## config.mk

```make
export PLATFORM = sky130hd
export DESIGN_NAME = bitGen
export DESIGN_NICKNAME = d
export VERILOG_FILES = /design/src/glyphPkg.sv /design/src/cellLocator.sv /design/src/spriteRom.sv /design/src/pixelMixer.sv /design/src/bitGen.sv
export VERILOG_INCLUDE_DIRS = /design/src
export SDC_FILE = /design/constraint.sdc
export NUM_CORES = 1
export LEC_CHECK = 0
export ABC_AREA = 1
export BUFFER_PORTS_ARGS = -buffer_cell sky130_fd_sc_hd__buf_2
export CORE_MARGIN = 2
export CORE_UTILIZATION = 35
export CTS_CLUSTER_SIZE = 20
export DETAILED_ROUTE_END_ITERATION = 8
export PLACE_DENSITY = 0.56
export SLEW_MARGIN = 20
export SYNTH_ARGS = -nofsm -noshare
export SYNTH_HDL_FRONTEND = slang
export SYNTH_SLANG_ARGS = --single-unit
```

## constraint.sdc

```tcl
create_clock -name clk -period 1.51 [get_ports clk]
set_clock_uncertainty 0.15 [all_clocks]
set_input_delay 0.151 -clock clk [delete_from_list [all_inputs] [get_ports clk]]
set_output_delay 0.151 -clock clk [all_outputs]
set_load 0.03 [all_outputs]
```

## src/bitGen_settings.svh

```systemverilog
`ifndef BITGEN_SETTINGS_SVH
`define BITGEN_SETTINGS_SVH

`define COUNT_WIDTH     10  // hCount/vCount width
`define GRID_COLS       5
`define GRID_ROWS       6
`define CELL_COUNT      30  // Cols times rows
`define CELL_ADDR_WIDTH 5
`define CELL_BITS       6   // 64 pixel cells

// Grid origin on screen
`define GRID_LEFT       128
`define GRID_TOP        64

`define SPRITE_SHIFT    3   // Bitmap scaled up by 8
`define GLYPH_WIDTH     5

`endif

```

## src/glyphPkg.sv

```systemverilog
`default_nettype none

`include "bitGen_settings.svh"

package glyphPkg;

    typedef logic [`COUNT_WIDTH-1:0] pixelCount_t;      // Screen coordinate
    typedef logic [`CELL_ADDR_WIDTH-1:0] cellAddr_t;    // Row plus six times column

    // Codes not listed here display as blank
    typedef enum logic [`GLYPH_WIDTH-1:0] {
        glyphBlank = 0,
        glyphShip  = 1,
        glyphAlien = 2
    } glyphCode_t;

    typedef enum logic [2:0] {
        colorBlack = 3'd0,
        colorBlue  = 3'd1,
        colorRed   = 3'd4,
        colorWhite = 3'd7
    } rgbColor_t;

endpackage

`default_nettype wire

```

## src/cellLocator.sv

```systemverilog
`timescale 1ns/100ps
`default_nettype none

`include "bitGen_settings.svh"

module cellLocator import glyphPkg::*; (
    input  logic        clk,
    input  logic        rstN,
    input  logic        bright,
    input  pixelCount_t hCount,
    input  pixelCount_t vCount,
    output logic        inCellQ,
    output cellAddr_t   cellIdxQ
);

    localparam pixelCount_t gridLeft   = pixelCount_t'(`GRID_LEFT);
    localparam pixelCount_t gridTop    = pixelCount_t'(`GRID_TOP);
    localparam pixelCount_t gridRight  = pixelCount_t'(`GRID_LEFT + (`GRID_COLS << `CELL_BITS));
    localparam pixelCount_t gridBottom = pixelCount_t'(`GRID_TOP + (`GRID_ROWS << `CELL_BITS));

    pixelCount_t xOff;
    pixelCount_t yOff;
    logic [`COUNT_WIDTH-`CELL_BITS-1:0] colIdx;
    logic [`COUNT_WIDTH-`CELL_BITS-1:0] rowIdx;
    logic inGrid;
    logic offEdge;
    logic inCell;
    cellAddr_t cellIdx;

    assign xOff = hCount - gridLeft;
    assign yOff = vCount - gridTop;

    assign colIdx = xOff[`COUNT_WIDTH-1:`CELL_BITS];
    assign rowIdx = yOff[`COUNT_WIDTH-1:`CELL_BITS];

    assign inGrid = (hCount >= gridLeft) && (hCount < gridRight) &&
                    (vCount >= gridTop) && (vCount < gridBottom);

    // A pixel on a cell boundary line belongs to no cell
    assign offEdge = (xOff[`CELL_BITS-1:0] != '0) && (yOff[`CELL_BITS-1:0] != '0);

    assign inCell = bright && inGrid && offEdge;

    assign cellIdx = cellAddr_t'(rowIdx) + cellAddr_t'(colIdx) * cellAddr_t'(`GRID_ROWS);

    always_ff @(posedge clk or negedge rstN) begin
        if (!rstN) begin
            inCellQ  <= 1'b0;
            cellIdxQ <= '0;
        end else begin
            inCellQ  <= inCell;
            cellIdxQ <= cellIdx;    // Only meaningful with inCell
        end
    end

endmodule

`default_nettype wire

```

## src/spriteRom.sv

```systemverilog
`timescale 1ns/100ps
`default_nettype none

`include "bitGen_settings.svh"

module spriteRom import glyphPkg::*; (
    input  logic        clk,
    input  logic        rstN,
    input  pixelCount_t hCount,
    input  pixelCount_t vCount,
    output rgbColor_t   shipColorQ,
    output rgbColor_t   alienColorQ
);

    localparam int SubBits = `CELL_BITS - `SPRITE_SHIFT;

    // Bitmap color shorthands
    localparam rgbColor_t blk = colorBlack;
    localparam rgbColor_t wht = colorWhite;
    localparam rgbColor_t blu = colorBlue;
    localparam rgbColor_t red = colorRed;

    logic [SubBits-1:0] subRow;
    logic [SubBits-1:0] subCol;

    // Grid origin is cell aligned, so raw count bits give the sub-pixel
    assign subRow = vCount[`CELL_BITS-1:`SPRITE_SHIFT];
    assign subCol = hCount[`CELL_BITS-1:`SPRITE_SHIFT];

    function automatic rgbColor_t shipPixel(
        input logic [SubBits-1:0] row,
        input logic [SubBits-1:0] col
    );
        rgbColor_t line [8];
        case (row)
            3'd0: line = '{blk, blk, blk, wht, wht, blk, blk, blk};    // Nose
            3'd1: line = '{blk, blk, wht, blu, blu, wht, blk, blk};
            3'd2: line = '{blk, blk, wht, blu, blu, wht, blk, blk};
            3'd3: line = '{wht, wht, blu, blu, blu, blu, wht, wht};    // Wings
            3'd4: line = '{wht, wht, blu, blu, blu, blu, wht, wht};
            3'd5: line = '{blk, blk, wht, blu, blu, wht, blk, blk};
            3'd6: line = '{blk, blk, red, blk, blk, red, blk, blk};    // Exhaust
            3'd7: line = '{blk, blk, red, blk, blk, red, blk, blk};
            default: line = '{default: blk};
        endcase
        return line[col];
    endfunction

    function automatic rgbColor_t alienPixel(
        input logic [SubBits-1:0] row,
        input logic [SubBits-1:0] col
    );
        rgbColor_t line [8];
        case (row)
            3'd0: line = '{blu, blk, blk, blk, blk, blk, blk, blu};    // Antenna tips
            3'd1: line = '{blk, blu, blk, blk, blk, blk, blu, blk};
            3'd2: line = '{blk, blu, blu, blk, blk, blu, blu, blk};
            3'd3: line = '{blk, blk, blu, blu, blu, blu, blk, blk};
            3'd4: line = '{blk, blk, blk, blu, blu, blk, blk, blk};    // Stem
            3'd5: line = '{blk, blk, blk, blu, blu, blk, blk, blk};
            3'd6: line = '{blk, blk, blk, blu, blu, blk, blk, blk};
            3'd7: line = '{blk, blk, blk, blu, blu, blk, blk, blk};
            default: line = '{default: blk};
        endcase
        return line[col];
    endfunction

    always_ff @(posedge clk or negedge rstN) begin
        if (!rstN) begin
            shipColorQ  <= colorBlack;
            alienColorQ <= colorBlack;
        end else begin
            shipColorQ  <= shipPixel(subRow, subCol);
            alienColorQ <= alienPixel(subRow, subCol);
        end
    end

endmodule

`default_nettype wire

```

## src/pixelMixer.sv

```systemverilog
`timescale 1ns/100ps
`default_nettype none

`include "bitGen_settings.svh"

module pixelMixer import glyphPkg::*; (
    input  logic       clk,
    input  logic       rstN,
    input  logic       glyphWe,
    input  cellAddr_t  glyphAddr,
    input  glyphCode_t glyphCode,
    input  logic       inCell,
    input  cellAddr_t  cellIdx,
    input  rgbColor_t  shipColor,
    input  rgbColor_t  alienColor,
    output rgbColor_t  rgb
);

    localparam cellAddr_t cellLimit = cellAddr_t'(`CELL_COUNT);

    glyphCode_t cells [`CELL_COUNT];
    glyphCode_t cellCode;
    rgbColor_t  nextColor;

    // One glyph code per grid cell
    always_ff @(posedge clk or negedge rstN) begin
        if (!rstN) begin
            for (int i = 0; i < `CELL_COUNT; i++) begin
                cells[i] <= glyphBlank;
            end
        end else if (glyphWe && (glyphAddr < cellLimit)) begin
            cells[glyphAddr] <= glyphCode;  // Out of range writes dropped
        end
    end

    always_comb begin
        cellCode = glyphBlank;
        if (cellIdx < cellLimit) begin
            cellCode = cells[cellIdx];
        end
    end

    always_comb begin
        nextColor = colorBlack;
        if (inCell) begin
            case (cellCode)
                glyphShip:  nextColor = shipColor;
                glyphAlien: nextColor = alienColor;
                default:    nextColor = colorBlack;    // Unknown codes stay dark
            endcase
        end
    end

    always_ff @(posedge clk or negedge rstN) begin
        if (!rstN) begin
            rgb <= colorBlack;
        end else begin
            rgb <= nextColor;
        end
    end

endmodule

`default_nettype wire

```

## src/bitGen.sv

```systemverilog
`timescale 1ns/100ps
`default_nettype none

module bitGen import glyphPkg::*; (
    input  logic        clk,
    input  logic        rstN,
    input  logic        bright,
    input  pixelCount_t hCount,
    input  pixelCount_t vCount,
    input  logic        glyphWe,
    input  cellAddr_t   glyphAddr,
    input  glyphCode_t  glyphCode,
    output rgbColor_t   rgb
);

    logic      inCell;
    cellAddr_t cellIdx;
    rgbColor_t shipColor;
    rgbColor_t alienColor;

    // Geometry and bitmaps side by side in stage 1
    cellLocator i_cellLocator (
        .clk      (clk),
        .rstN     (rstN),
        .bright   (bright),
        .hCount   (hCount),
        .vCount   (vCount),
        .inCellQ  (inCell),
        .cellIdxQ (cellIdx)
    );

    spriteRom i_spriteRom (
        .clk         (clk),
        .rstN        (rstN),
        .hCount      (hCount),
        .vCount      (vCount),
        .shipColorQ  (shipColor),
        .alienColorQ (alienColor)
    );

    // Glyph lookup and output register in stage 2
    pixelMixer i_pixelMixer (
        .clk        (clk),
        .rstN       (rstN),
        .glyphWe    (glyphWe),
        .glyphAddr  (glyphAddr),
        .glyphCode  (glyphCode),
        .inCell     (inCell),
        .cellIdx    (cellIdx),
        .shipColor  (shipColor),
        .alienColor (alienColor),
        .rgb        (rgb)
    );

endmodule

`default_nettype wire

```

Word-level counts from Yosys, hierarchy flattened

Memories as Yosys holds them, arrays and structs flattened.
Index checks and enable logic that the tools add are counted.

Flip-flop bits (word level): 165
Logic and storage cells: 81
Memories kept: 2
Memory bits (read-only): 256
Output and inout bits: 3
Bits of input ports: 34

Memory list:

| name            | depth | bits a word | read ports | clocked after Yosys merged registers in | wr ports | line            | source |
|---|---|---|---|---|---|---|---|
| (no name shown) | 8     | 24          | 1          | 0                                       | 0        | spriteRom.sv:35 | `case (row)` |
| (no name shown) | 8     | 8           | 1          | 0                                       | 0        | spriteRom.sv:54 | `case (row)` |

$mul: 1
Magnitude comparators: 10
Reduce and logical (&&, ||, !) cells: 10
$add $sub $neg: 3
Muxes and demuxes: 15
Equality and inequality tests: 2
Bitwise operators: 3

Operators by type and width:

| operator                                              | number |
|---|---|
| bitwise mux 150 bit                                   | 1 |
| binary-select mux 5 bit (select 5 bit)                | 1 |
| demux 5 bit (select 5 bit)                            | 1 |
| < comparator 10 x 9 -> 1 bit (second input constant)  | 2 |
| two-way mux 5 bit                                     | 4 |
| binary-select mux 3 bit (select 3 bit)                | 2 |
| two-way mux 3 bit                                     | 5 |
| >= comparator 6 bit (second input constant)           | 2 |
| NOT 5 -> 6 bit                                        | 2 |
| nonzero test 6 bit                                    | 2 |
| >= comparator 10 x 7 -> 1 bit (second input constant) | 1 |
| >= comparator 10 x 8 -> 1 bit (second input constant) | 1 |
| < comparator 5 bit (second input constant)            | 2 |
| subtractor 10 x 7 -> 10 bit (second input constant)   | 1 |
| subtractor 10 x 8 -> 10 bit (second input constant)   | 1 |
| logical AND 1 bit                                     | 8 |
| < comparator 6 x 1 -> 1 bit (second input constant)   | 1 |
| case mux 3 bit (2 select lines)                       | 1 |
| adder 4 x 5 -> 5 bit                                  | 1 |
| equality test 5 x 1 -> 1 bit (second input constant)  | 1 |
| equality test 5 x 2 -> 1 bit (second input constant)  | 1 |
| >= comparator 4 bit (second input constant)           | 1 |
| multiplier 4 x 2 -> 4 bit (second input constant)     | 1 |
| NOT 3 -> 4 bit                                        | 1 |

Longest topological paths before layout

Gate-level depths: netlist of run 1.

Depth after elaboration: 8
Gate-level depth with buffers: 16
Depth with buffers taken out: 14

Hierarchy

A second synthesis of run 1 with hierarchy kept.

Cells, all modules: 1,087
Area total of the unflattened synthesis: 8,483.1 um^2

Modules (own cells, without submodules):

| module      | instances | cells each | seq. area each (um^2) | area an instance (um^2) |
|---|---|---|---|---|
| pixelMixer  | 1         | 938        | 3,828.7               | 7,437.1 |
| cellLocator | 1         | 76         | 150.1                 | 605.6 |
| spriteRom   | 1         | 73         | 100.1                 | 440.4 |

Worst setup path before layout of run 1

OpenSTA, ideal clock, no wires.

Kind: input port to flip-flop
Start: input hCount[7]
End: register i_cellLocator.cellIdxQ[4]
Library setup time: 0.118 ns
Required time: 1.242 ns
Arrival: 1.699 ns
Stages on the path: 11
Setup slack: -0.457 ns
Path buffers: 0
Cell sequence: inv_1 > ha_1 > xnor2_1 > xor2_1 > inv_1 > ha_1 > a21oi_1 > nand2_1 > xor2_1 > xnor2_1 > inv_1

Longest elaborated chain between the ends: 3

RTL lines:

| what                               | line              | source |
|---|---|---|
| from (decl)                        | bitGen.sv:8       | `input pixelCount_t hCount,` |
| subtractor 10 x 8 -> 10 bit        | cellLocator.sv:30 | `assign xOff = hCount - gridLeft;` |
| multiplier 4 x 2 -> 4 bit          | cellLocator.sv:44 | `` assign cellIdx = cellAddr_t'(rowIdx) + cellAddr_t'(colIdx) * cellAddr_t'(`GRID_ROWS); `` |
| adder 4 x 5 -> 5 bit               | cellLocator.sv:44 |  |
| named net i_cellLocator.cellIdx[4] | cellLocator.sv:28 | `cellAddr_t cellIdx;` |
| to (signal assigned)               | cellLocator.sv:52 | `cellIdxQ <= cellIdx;` |
| to (decl)                          | cellLocator.sv:13 | `output cellAddr_t cellIdxQ` |

The timed path passes the listed nets, and every way through them passes these cells.
A chain may end at the register's enable or synchronous reset.

Worst setup path in the final report of run 1

Start: register i_cellLocator.cellIdxQ[1]
End: register i_pixelMixer.rgb[2]

Longest elaborated chain between the ends: 8
Elaborated cells between the ends (all ways): 10
Those cells by class: 1 x order compare; 2 x eq/ne; 6 x mux; 1 x bitwise

RTL lines:

| what                                                                                | line             | source |
|---|---|---|
| NOT 5 -> 6 bit (not written as such)                                                | pixelMixer.sv:39 | `cellCode = cells[cellIdx];` |
| binary-select mux 5 bit (select 5 bit)                                              | pixelMixer.sv:39 |  |
| two-way mux 5 bit (not written as such) (2 in series)                               | pixelMixer.sv:39 |  |
| two-way mux 5 bit (*)                                                               | pixelMixer.sv:38 | `if (cellIdx < cellLimit) begin` |
| equality test 5 x 2 -> 1 bit / equality test 5 x 1 -> 1 bit (equally long branches) | pixelMixer.sv:46 | `case (cellCode)` |
| case mux 3 bit (2 select lines) (*)                                                 | pixelMixer.sv:46 |  |
| two-way mux 3 bit (*)                                                               | pixelMixer.sv:45 | `if (inCell) begin` |
| named net i_pixelMixer.nextColor[2]                                                 | pixelMixer.sv:23 | `rgbColor_t nextColor;` |
| to (signal assigned)                                                                | pixelMixer.sv:56 | `rgb <= colorBlack;` |
| to (signal assigned)                                                                | pixelMixer.sv:58 | `rgb <= nextColor;` |
| to (decl)                                                                           | pixelMixer.sv:16 | `output rgbColor_t rgb` |

Mark *: on every way through the listed nets, which the timed path passes. The rest lies on a longest branch. The select of a mux whose other input is x is not followed.

==> impl.org, run 1 <==
** Final layout
- Of the cells placed in the final design, the portion with a size suffix greater than 1 is 18.2%.
- Cells fill roughly 45% of the core in the end.
- The area growth from synthesis to layout is 26.1%.
- Net count reported at finish :: 1186
- Number of diodes added for antenna fixing :: 0

** Critical path
- List of cells traversed by the critical path :: nor2_1, buf_4, nand2_1, nand2_1, a21oi_1, nand2_1, nand2_1, inv_1, nand3_2, nor3b_1
- Among all stages on the critical path, the largest delay is contributed by dfrtp_2.
- Launch point of the critical path :: i_cellLocator.cellIdxQ[1]
- The largest single stage delay on the critical path is 0.49 ns.
- Endpoint required time on the critical path :: 1.70 ns
- Category of the worst setup path launch point :: flip-flop
- Element type at the critical path end :: flip-flop
- Critical path's most frequent cell :: nand2_1
- The setup path with the least slack is of type reg -> reg.
- Data on the critical path arrives at its endpoint at 2.09 ns.
- Critical Path Fanout Max :: 6
- Critical R2R Launch :: i_cellLocator.cellIdxQ[1]

** Timing
- Final number of max-transition violations :: 0
- Headroom to the max-slew limit came out at 70.3%.
- Count of endpoints failing hold in the final timing report :: 0
- Setup violations remaining at the end of the flow were counted as 4.
- Maximum clock frequency :: 0.527 GHz
- At the pin with the least slew margin, the transition time is 0.440 ns.
- Setup repair after global routing could not meet its margin everywhere.
- For the finished layout, the period the worst path requires is about 1.9 ns.
- The final critical path takes up 126% of the cycle.
- Summed over all failing endpoints, the final setup total negative slack is -1.15 ns.
- After layout, the worst setup slack is -0.388 ns.

** Route
- Starting DRC count in detailed routing :: 502
- After detailed routing, the average wire length per cell comes to 15.4 microns.
- Vias after detailed routing :: 6906
- DRC violation count after routing :: 0
- The first detailed-routing pass took 5 iterations.
- Using the TritonRoute via totals, the vias-per-cell ratio works out to 4.81.
- Summed over all layers, the routed wires come to 22000 microns.
- The detail route stage leaves a number of antenna-violating nets equal to 0.

** Hold path
- The min-delay analysis places its worst path in the category in -> async.

** Clock tree
- TritonCTS built the clock tree.
- Maximum clock path buffer count :: 2
- For the worst-skew pair, the clock arrives at the later sink with an insertion delay of 0.43 ns.
- Clock-pin slew reported for the worst setup and hold paths after clock tree synthesis :: roughly 0.060 ns
- Clock net sink count :: 163
- In this run, CTS created clock tree buffers numbering 17.
- The tree is rooted in a clkbuf_16.
- H-tree level count :: 4

** Synth
- Sequential area share after synthesis :: 50.5%
- Combined area of all synthesized cells :: roughly 8100 sq um
- In the synthesized netlist, the number of instances is 1024.
- Dividing the synthesized area by the synthesized cell count gives between 7 and 8 sq um.
- Synthesis warning total :: 0
- Library cells used by synthesis :: 32
- The number of nets handed over by synthesis was approximately 1100.
- Synthesized flop and latch total :: 163

** Power
- Leak :: approximately 5 nW
- Pwr per Cell Area :: 1360 nW/um^2
- The share of total power dissipated in the clock network is 35.3%.
- Reg power frac :: 40.7%
- Net switching power of the design :: 4.16 mW
- Internal power :: 9.68 mW
- The worst-case IR drop observed on VDD is about 0.66 mV.
- Net switching is 30.1% of the power.
- Portion of total power attributed to combinational logic :: 24.0%

** Die
- In this run the vertical extent of the chip is 156 microns.
- For this configuration, the core starts out at a cell density of 35.7%.
- The die covers 24300 sq um.
- Boundary Pins :: 37
- The core region is 22600 sq um.
- After floorplanning, the core was divided into 55 placement rows.
- From left edge to right edge, the die measures 156 microns.

** Place
- Post-detailed-placement half-perimeter wirelength :: 15200 microns
- The congestion estimate from routability-driven global placement came to 0.834.
- Input/output buffers :: 36

** Run status
- Failing checks :: negative setup slack
- The flow ran to the end, but the final reports show violations.

** GRT
- Global-route wire length before repair :: 36100 microns
- The initial antenna violation count came to 0.
- Largest net degree at the start of global routing :: 51
- Total routing usage reported by global routing :: roughly a fifth
- The via count of the first global-routing pass came to 6753.
- Total overflow reported by the global router :: 0

** Job
- Max-Cap Viols :: 0
## registers in the layout, indices dropped and copies added, names as in the netlist
name	cells
i_pixelMixer.rgb	3
i_spriteRom.shipColorQ	3
i_pixelMixer.cells	150
i_cellLocator.cellIdxQ	5
i_cellLocator.inCellQ	1
i_spriteRom.alienColorQ	1
## critical path: cells and delay by family, from the launching register on
kind	cells	cell delay (ns)
DFF	1	0.49
buffers and inverters	2	0.27
and+or+nand+nor	7	0.87
AOI/OAI and AO/OA	1	0.04
## synth_stat cells (all sizes together)
cell type    n  area (sq um)
fa           1          20.0
o311ai       2          17.5
ha          13           163
xnor2        4          35.0
nor3        11          88.8
xor2         5          43.8
nor3b        2          15.0
clkbuf      11          41.3
inv        107           404
nand3       65           325
nor2        83           344
nand4        1          6.26
o211ai       3          27.5
o21ai      175           876
dfrtp      163          4080
a21boi       2          15.0
nor4         3          18.8
a21oi       14          70.1
buf         20           146
mux2         1          11.3
a32oi        2          17.5
nand2      336          1310
## worst paths after layout
check                                          end  cells past startpoint  slack [ns]
hold reg to reg             i_pixelMixer.cells[83]                      2        0.33
setup / recovery               i_pixelMixer.rgb[2]                     10       -0.39
min in group clk             i_cellLocator.inCellQ                      4        0.03
setup reg to reg               i_pixelMixer.rgb[2]                     10       -0.39
hold / removal             i_pixelMixer.cells[120]                      2        0.01
max in group asynchronous   i_pixelMixer.cells[31]                      3        0.63
## stage by stage
stage	setup WS (ns)	hold slack [ns]	cells	instance area, sq um	power, mW
2_1_floorplan	-0.277	-0.295	1024	8130	7.57
3_3_place_gp	-0.466	-0.109	1388	9210	8.73
3_5_place_dp	-0.531	-0.108	1388	9210	8.81
4_1_cts	-0.385	0.000469	1435	10100	13.9
5_1_grt	-0.521	0.0107	1436	10200	14.7
6_report	-0.388	0.0131	1436	10200	13.8
## what timing repair did
action / in CTS / in global routing
pin swaps: 5 / 10
endpoints found under the setup margin: 3 / 4
hold endpoints to repair: 194 / 0
gates cloned: 1 / 1
resized for setup: 18 / 17
buffers inserted: 1 / 0
hold buffers: 13 / 0
## power by group through the flow
stage	logic (mW)	registers (mW)	clock network [mW]
global placement	3.06	5.67	0
finish	3.31	5.63	4.89
global route	3.77	5.73	5.17
detailed placement	3.11	5.69	0
floorplan	1.99	5.59	0
CTS	3.26	5.63	4.99
## placed cells by master (no fill, tap or decap), drive strengths merged
cell type	count
mux2	1
a32oi	2
xnor2	4
nor3b	2
fa	1
xor2	5
o211ai	3
bufinv	5
o21ai	175
o311ai	2
nor2	83
nor3	11
nor4	3
nand2	336
nand3	65
clkinv	1
dfrtp	163
a21oi	14
buf	112
clkbuf	26
nand4	1
inv	108
ha	13
a21boi	2
dlygate4sd3	13
## kinds of logic (layout without fill, tap and decap cells)
| group | count (synthesis) | after routing | synth area share, % |
|---|---|---|---|
| AOI/OAI and AO/OA | 198 | 198 | 12.7 |
| xor gates and xnor gates | 9 | 9 | 0.977 |
| adders and majority gates | 14 | 14 | 2.26 |
| buffers and inverters | 138 | 265 | 7.33 |
| DFF | 163 | 163 | 50.5 |
| muxes | 1 | 1 | 0.140 |
| and+or+nand+nor | 501 | 501 | 26.1 |
## metal layers
layer / track usage [%] / share of wire (%)
met1: 26.7 / 48
met2: 30.4 / 45
met3: 3.03 / 3.9
met4: 7.03 / 2.2
met5: 0 / 0
## final cells by class
cell class	instances	area [sq um]
Clock buffer	25	495
Tap cell	285	357
Timing Repair Buffer	126	1150
Inverter	107	417
Clock inverter	7	168
Multi-Input combinational cell	723	3520
Fill cell	2267	12500
Sequential cell	163	4080
No activity file was read; power rests on OpenSTA's default activity.
==> run 2, diff against run 1 <==
GPL_TIMING_DRIVEN = 0   (was unset)
==> run 2 against run 1 <==
Against the previous run:
- the run ends with negative hold slack, negative setup slack left
- combinational power rose by 9.1%
- critical path depth increased by 4
- via count rose by 2.4%
- routed wire length grew 8.8%
- core utilization shrank 0.24 points
- non-clock buffer count down 18
==> impl.org, run 2 (same netlist as run 1, synthesis figures left out) <==
** Run status
- The run finished, with violations left.
- The checks that failed: negative hold slack, negative setup slack.

** Power
- The leakage power is 4.83 nW (-2.6%).
- Peak VDD IR :: 0.787 mV (+19%)
- The net switching share of the total power was 32.9% (+2.9 points).
- Internal power :: 9.18 mW (-5.1%)
- The proportion of power drawn by flip-flops and latches was 41.4% (+0.7 points).
- The total net switching power was 4.51 mW (+8.5%).
- Pwr per Cell Area :: 1350 nW/um^2 (-0.52%)
- The combinational fraction of design power was 26.4% (+2.4 points).
- The clock share of power was 32.3% (-3.0 points).

** Die
- The floorplan die area came to 24300 sq um (unchanged).
- Number of rows created at floorplan :: 55 (unchanged)
- The chip width was 156 microns (unchanged).
- The starting density of the core was 35.7% (unchanged).
- The vertical die dimension is 156 microns (unchanged).
- The placeable core area came to 22600 sq um (unchanged).
- Boundary Pins :: 37 (unchanged)

** Clock tree
- The level count of the clock H-tree is 4 (unchanged).
- Clock latency at the later pin of the worst-skew pair :: 0.43 ns (about the same)
- The clock-pin slew on the worst setup and hold paths came to 0.07 ns (about the same).
- The tree is rooted in a clkbuf_16.
- The number of clock sinks is 163 (unchanged).
- Number of clock buffers inserted by TritonCTS :: 17 (unchanged)
- TritonCTS built the clock tree.
- The maximum clock insertion buffer count is 2 (unchanged).

** Critical path
- Critical Path Fanout Max :: 7 (+1)
- STA classifies the critical path endpoint as a flip-flop.
- Critical Path AT :: 2.21 ns (+0.12 ns)
- The worst setup path is launched from a flip-flop.
- The setup path with the least slack is of type reg -> reg.
- Endpoint required time on the critical path :: 1.73 ns (+0.03 ns)

** Final layout
- The library cells used most frequently in the layout, excluding fill and tap cells, are 305 x nand2_1, 163 x dfrtp_1, 156 x o21ai_0.
- Ranked by flip-flop count, first place goes to i_pixelMixer.cells.
- Relative to the synthesized area, the layout overhead comes to 25.5%.
- Leaving out fill and tap cells, the most frequent cell in the layout is nand2_1.
- Net count reported at finish :: 1168 (-1.5%)
- The fraction of layout instances using a drive strength above 1 came to 18.1% (-0.065 points).
- Number of non-filler instances in the completed layout :: 1418 (-1.3%)
- The design area came to 10100 sq um (-0.53%).
- Max FFs per register :: 150 (unchanged)
- Biggest regs :: i_pixelMixer.cells: 150 flops, i_cellLocator.cellIdxQ: 5 flops
- Share of the core filled with cells :: 44.7% (-0.24 points)
- The number of antenna diodes came to 0 (unchanged).

** Place
- The number of cells after detailed placement came to 1345 (-3.1%).
- Post-detailed-placement half-perimeter wirelength :: 15500 microns (+2.1%)
- Input/output buffers :: 35 (-2.8%)
- Worst slack at placement :: -0.670 ns (-0.139 ns)
- The placement-stage cell area is 8700 sq um (-5.5%).
- Final RePlAce weighted congestion :: 0.820 (-1.8%)

** GRT
- Global-route wire length before repair :: 37700 microns (+4.4%)
- Initial antenna violation count :: 0 (unchanged)
- Total overflow reported by the global router :: 0 (unchanged)
- Largest net degree at the start of global routing :: 87 (+71%)
- The global-route usage over all layers came to 20.6% (+1.4 points).
- The via count of the first global-routing pass came to 6687 (-0.98%).

** Timing
- Final number of max-transition violations :: 0 (unchanged)
- Fraction of the cycle the final worst path needs :: 132% (+5.9 points)
- Setup repair after global routing could not meet its margin everywhere.
- PnR worst setup slack :: -0.477 ns (-0.0889 ns)
- The total of endpoints with negative setup slack in the final report was 4 (unchanged).
- The final worst hold slack is -0.00335 ns (-0.0165 ns).
- The minimum clock period was 1.99 ns (+0.0889 ns).
- Count of endpoints failing hold in the final timing report :: 1 (+1)
- Maximum clock frequency :: 0.503 GHz (-4.5%)
- Slew HR :: 43.8% (-26 points)
- The measured slew at the worst slew-check pin came to 0.837 ns (+0.396 ns).

** Route
- The remaining antenna violation count was 0 (unchanged).
- The total via count in the routed design was 7069 (+2.4%).
- Routed len/inst :: 16.9 microns (+10%)
- DRC violation count after routing :: 0 (unchanged)
- The number of detailed-route iterations in the first pass came to 5 (unchanged).
- The count of routing violations after the opening detailed-route iteration was 632 (+26%).
- Total detailed-routing wirelength :: 24000 microns (+8.8%)
- Via density per instance :: 4.99 (+3.7%)

** Job
- Max-Cap Viols :: 0 (unchanged)

** Hold path
- Type of the tightest min-delay check :: in -> reg
## run 2: cell types whose count changed in the layout (fill, tap and decap cells not counted), sizes merged
cell         change
clkinv           +4
clkbuf           +6
buf             -34
dlygate4sd3      +6
bufinv           -3
clkinvlp         +3
## run 2: per-layer routing
metal / wire (microns) / vias to the layer above / share of wire (%) / track usage [%]
met5: 0 / - / 0 / 0
met4: 431 / 0 / 1.8 / 6.20
met3: 1340 / 32 / 5.6 / 3.58
met2: 10900 / 222 / 45 / 32.6
met1: 11400 / 3350 / 47 / 28.8
li1: - / 3465 / - / -
## run 2: per-stage QoR
stage | hold WS (ns) | TNS (ns) | power (mW)
detailed placement | 0.0306 | -35.84 | 8.61
global route | 0.0451 | -1.71 | 14.4
global placement | 0.213 | -446.54 | 8.54
finish | -0.00335 | -1.41 | 13.7
CTS | 0.00349 | -1.20 | 13.6
floorplan | -0.295 | -0.553 | 7.57
## run 2: layout make-up
cell class	instances	area, sq um
Timing Repair Buffer	77	687
Inverter	107	424
Sequential cell	163	4080
Clock buffer	21	470
Clock inverter	11	128
Tap cell	285	357
Multi-Input combinational cell	723	3670
Fill cell	2271	12500
Buffer	31	308
## run 2: worst paths after layout
check / end / cells past startpoint / slack (ns) / from
worst max-delay path: i_pixelMixer.rgb[0] / 14 / -0.48 / i_cellLocator.cellIdxQ[1]
worst min-delay path: i_cellLocator.inCellQ / 5 / -0.003 / hCount[2]
worst max register to register: i_pixelMixer.rgb[0] / 14 / -0.48 / i_cellLocator.cellIdxQ[1]
worst min register to register: i_pixelMixer.cells[43] / 2 / 0.33 / i_pixelMixer.cells[43]
max in group asynchronous: i_pixelMixer.cells[133] / 3 / 0.19 / rstN
min in group asynchronous: i_pixelMixer.cells[12] / 2 / 0.13 / rstN
## run 2: power by group through the flow
stage | combinational, mW | clock (mW) | sequential (mW)
5_1_grt | 4.03 | 4.65 | 5.76
6_report | 3.61 | 4.42 | 5.66
2_1_floorplan | 1.99 | 0 | 5.59
3_5_place_dp | 2.90 | 0 | 5.70
3_3_place_gp | 2.85 | 0 | 5.69
4_1_cts | 3.48 | 4.47 | 5.65
## run 2: worst max-delay path, stage by stage, from the launching register on
cell and delay (ns):
dfrtp_1 0.34, buf_6 0.16, inv_6 0.05, buf_12 0.14, buf_12 0.12, buf_16 0.13, nand2_1 0.07, o21ai_1 0.08
a21oi_2 0.16, nand2_2 0.10, nand2_4 0.11, nand2_2 0.05, nor2_1 0.10, nand3_1 0.07, nand2_1 0.07
## run 2: timing repair
item | in CTS | in global routing
hold endpoints to repair | 109 | 0
hold buffers | 19 | 0
cloned | 2 | 0
buffers inserted | 16 | 4
pin swaps | 37 | 18
gates resized for setup | 94 | 18
setup endpoints to repair | 4 | 35
==> run 3, diff against run 2 <==
CORE_UTILIZATION = 56   (was 35)
PLACE_DENSITY = 0.81   (was 0.56)
==> run 3 against run 2 <==
Against the previous run:
- the flow finishes with violations (negative setup slack)
- die area down 37%
- final area down 3.2%
- sequential power about the same
- sequential cell count unchanged
- critical path type unchanged
- largest power group unchanged
- register-to-register slack better by 0.02 ns
- maximum frequency up 1.3%
- global-route usage up 10 points
- highest routed layer unchanged
- combinational power down 6.6%
==> impl.org, run 3 (same netlist as run 1, synthesis figures left out) <==
** Route
- Routed len/inst :: 17.4 microns (+3.0%)
- The final routed wirelength across all metal layers is 22700 microns (-5.2%).
- Vias after detailed routing :: 7340 (+3.8%)
- Starting DRC count in detailed routing :: 802 (+27%)
- Count of antenna-violating nets left after detailed routing :: 0 (unchanged)
- The average vias per placed instance is 5.62 (+13%).
- The number of detailed-route iterations in the first pass is 8 (+3).
- The number of remaining DRC errors was 0 (unchanged).

** Final layout
- Syn-to-layout area delta :: 21.4%
- The largest registers in the layout are i_pixelMixer.cells: 150 flops, i_cellLocator.cellIdxQ: 5 flops.
- The top cell types in the final layout, fill and taps aside, are 311 x nand2_1, 163 x dfrtp_1, 158 x o21ai_0.
- The net count reported at finish is 1161 (-0.60%).
- Most flop-heavy register :: i_pixelMixer.cells
- The library cell used most frequently in the layout, excluding fill and tap cells, is nand2_1.
- Share of the core filled with cells :: 70.0% (+25 points)
- The number of flip-flops in the largest register was 150 (unchanged).
- The number of antenna diodes was 0 (unchanged).
- Fill count :: 1070 (-53%)
- Fraction of layout instances using a drive strength above 1 :: 16.5% (-1.6 points)
- The final standard cell count with taps included and fillers excluded came to 1305 (-8.0%).

** Clock tree
- The number of clock sinks was 163 (unchanged).
- Root Driver :: clkbuf_16
- The clock-pin slew on the worst setup and hold paths came to 0.06 ns (about the same).
- Maximum clock path buffer count :: 2 (unchanged)
- Clock latency at the later pin of the worst-skew pair :: 0.43 ns (about the same)
- TritonCTS built the clock tree.
- H-tree level count :: 4 (unchanged)
- Number of clock buffers inserted by TritonCTS :: 17 (unchanged)

** Power
- The leakage power was 4.78 nW (-0.94%).
- Peak VDD IR :: 0.952 mV (+21%)
- The power per cell area was 1390 nW/um^2 (+2.7%).
- Design Power :: 13.6 mW (-0.67%)

** Hold path
- The worst hold path belongs to the class in -> reg.
- Hold path startpoint :: hCount[0]
- Worst Hold End :: i_cellLocator.inCellQ
- The number of stages on the worst hold path is 5 (unchanged).

** GRT
- Total routing usage reported by global routing :: 30.7% (+10 points)
- The maximum number of pins on one net before global-route repair was 96 (+10%).
- The leftover overflow at the end of global routing was 0 (unchanged).
- Initial antenna violation count :: 0 (unchanged)
- Via count of the first global-routing pass :: 6803 (+1.7%)
- Global-route wire length before repair :: 35000 microns (-7.2%)

** Timing
- The minimum clock period came to 1.96 ns (-0.0246 ns).
- PnR worst setup slack :: -0.452 ns (+0.0246 ns)
- Fraction of the cycle the final worst path needs :: 130% (-1.6 points)
- The maximum clock frequency came to 0.510 GHz (+1.3%).
- The headroom to the max-slew limit is 46.1% (+2.3 points).
- Setup repair after global routing could not meet its margin everywhere.
- Transition at the pin with the smallest max-transition slack :: 0.803 ns (-0.0337 ns)
- The count of final max-slew check failures was 0 (unchanged).
- Count of endpoints failing setup in the final report :: 4 (unchanged)
- The final count of hold timing violations was 0 (-1).

** Die
- Boundary Pins :: 37 (unchanged)
- Number of rows created at floorplan :: 43 (-22%)
- The starting density of the core came to 57.7% (+22 points).
- Die height :: 124 microns (-20%)
- Horizontal extent of the die :: 124 microns (-20%)
- The placeable core area was 14000 sq um (-38%).
- The floorplan die area was 15400 sq um (-37%).

** Critical path
- The critical path is of the reg -> reg type.
- The critical path data arrival time came to 2.14 ns (-0.07 ns).
- Category of the worst setup path launch point :: flip-flop
- Critical R2R Launch :: i_cellLocator.cellIdxQ[1]
- Worst-case reg-to-reg path depth :: 13 (-1)
- The worst register-to-register path ends at i_pixelMixer.rgb[2].
- Element type at the critical path end :: flip-flop
- In this run the worst setup path begins at i_cellLocator.cellIdxQ[1].
- Critical Path Fanout Max :: 8 (+1)
- Endpoint required time on the critical path :: 1.68 ns (-0.05 ns)
- Setup slack, reg-to-reg :: -0.45 ns (+0.02 ns)

** Place
- The global placement routability congestion was 0.964 (+18%).
- Cell count after placement :: 1240 (-7.8%)
- The number of input and output port buffers inserted came to 35 (unchanged).
- Post-detailed-placement half-perimeter wirelength :: 14100 microns (-9.1%)
- The setup slack at placement was -0.552 ns (+0.118 ns).

** Run status
- Run status :: finished, violations left
- The final reports fail on negative setup slack.

** Job
- The max-capacitance violation count came to 0 (unchanged).
==> run 3: cell types whose count changed in the layout (fill, tap and decap cells not counted), sizes merged <==
cell	change
dlymetal6s4s	+1
bufbuf	+1
bufinv	+2
clkbuf	-1
dlygate4sd3	-3
inv	-1
clkinvlp	-1
buf	-6
==> run 3: per-layer routing <==
layer | vias up | global-route usage (%) | wire length (microns)
met4 | 0 | 13.8 | 821
li1 | 3453 | - | -
met2 | 408 | 48.7 | 10600
met5 | - | 0 | 0
met1 | 3409 | 40.5 | 9290
met3 | 70 | 6.91 | 2010
==> run 3: layout make-up <==
class                   count  area, sq um  share of cell area (%)
multi-input cells         723         3600                    36.7
flip-flops and latches    163         4080                    41.6
clock inverters            11          160                    1.63
inverters                 107          417                    4.25
well taps                 180          225                    2.30
clock buffers              20          447                    4.56
plain buffers              31          275                    2.81
repair buffers             70          599                    6.12
==> run 3: worst max-delay path by stage <==
| stage | to | depth (start not counted) |
|---|---|---|
| after floorplan | i_cellLocator.cellIdxQ[4] | 11 |
| after global placement | i_cellLocator.inCellQ | 1 |
| after detailed placement | i_cellLocator.cellIdxQ[4] | 12 |
| after CTS | i_pixelMixer.rgb[2] | 10 |
| after global routing | i_pixelMixer.rgb[0] | 13 |
| final | i_pixelMixer.rgb[2] | 13 |
==> run 3: metrics by stage <==
stage | TNS (ns) | cell area, sq um | hold slack, ns
after floorplan | -0.553 | 8130 | -0.295
after global placement | -395.96 | 8530 | 0.201
after detailed placement | -25.04 | 8570 | 0.0759
after CTS | -1.07 | 9670 | 0.00137
after global routing | -1.81 | 9800 | 0.0493
final | -1.36 | 9800 | 0.0162
==> run 3: worst max-delay path: stages, from the launching register on <==
cell and delay [ns]:
dfrtp_1 0.37, buf_6 0.14, inv_4 0.07, buf_8 0.14, buf_4 0.12, nor2_1 0.03
nand2_1 0.06, nand3_1 0.07, a21boi_1 0.30, nor2_2 0.07, nand2_2 0.12, nand2_1 0.07
nand2_2 0.08, nor3b_2 0.05
==> run 3: where the power goes <==
group / internal [mW] / switching [mW]
Combinational: 1.28 / 2.09
Sequential: 5.20 / 0.473
Clock: 2.78 / 1.76
Total: 9.27 / 4.33
==> run 3: repair_timing <==
item / 4_1_cts / 5_1_grt
hold endpoints to repair: 126 / 0
cloned: 2 / 0
endpoints found under the setup margin: 4 / 29
buffers inserted: 11 / 4
pin swaps: 17 / 22
hold buffers: 17 / 0
resized for setup: 55 / 31
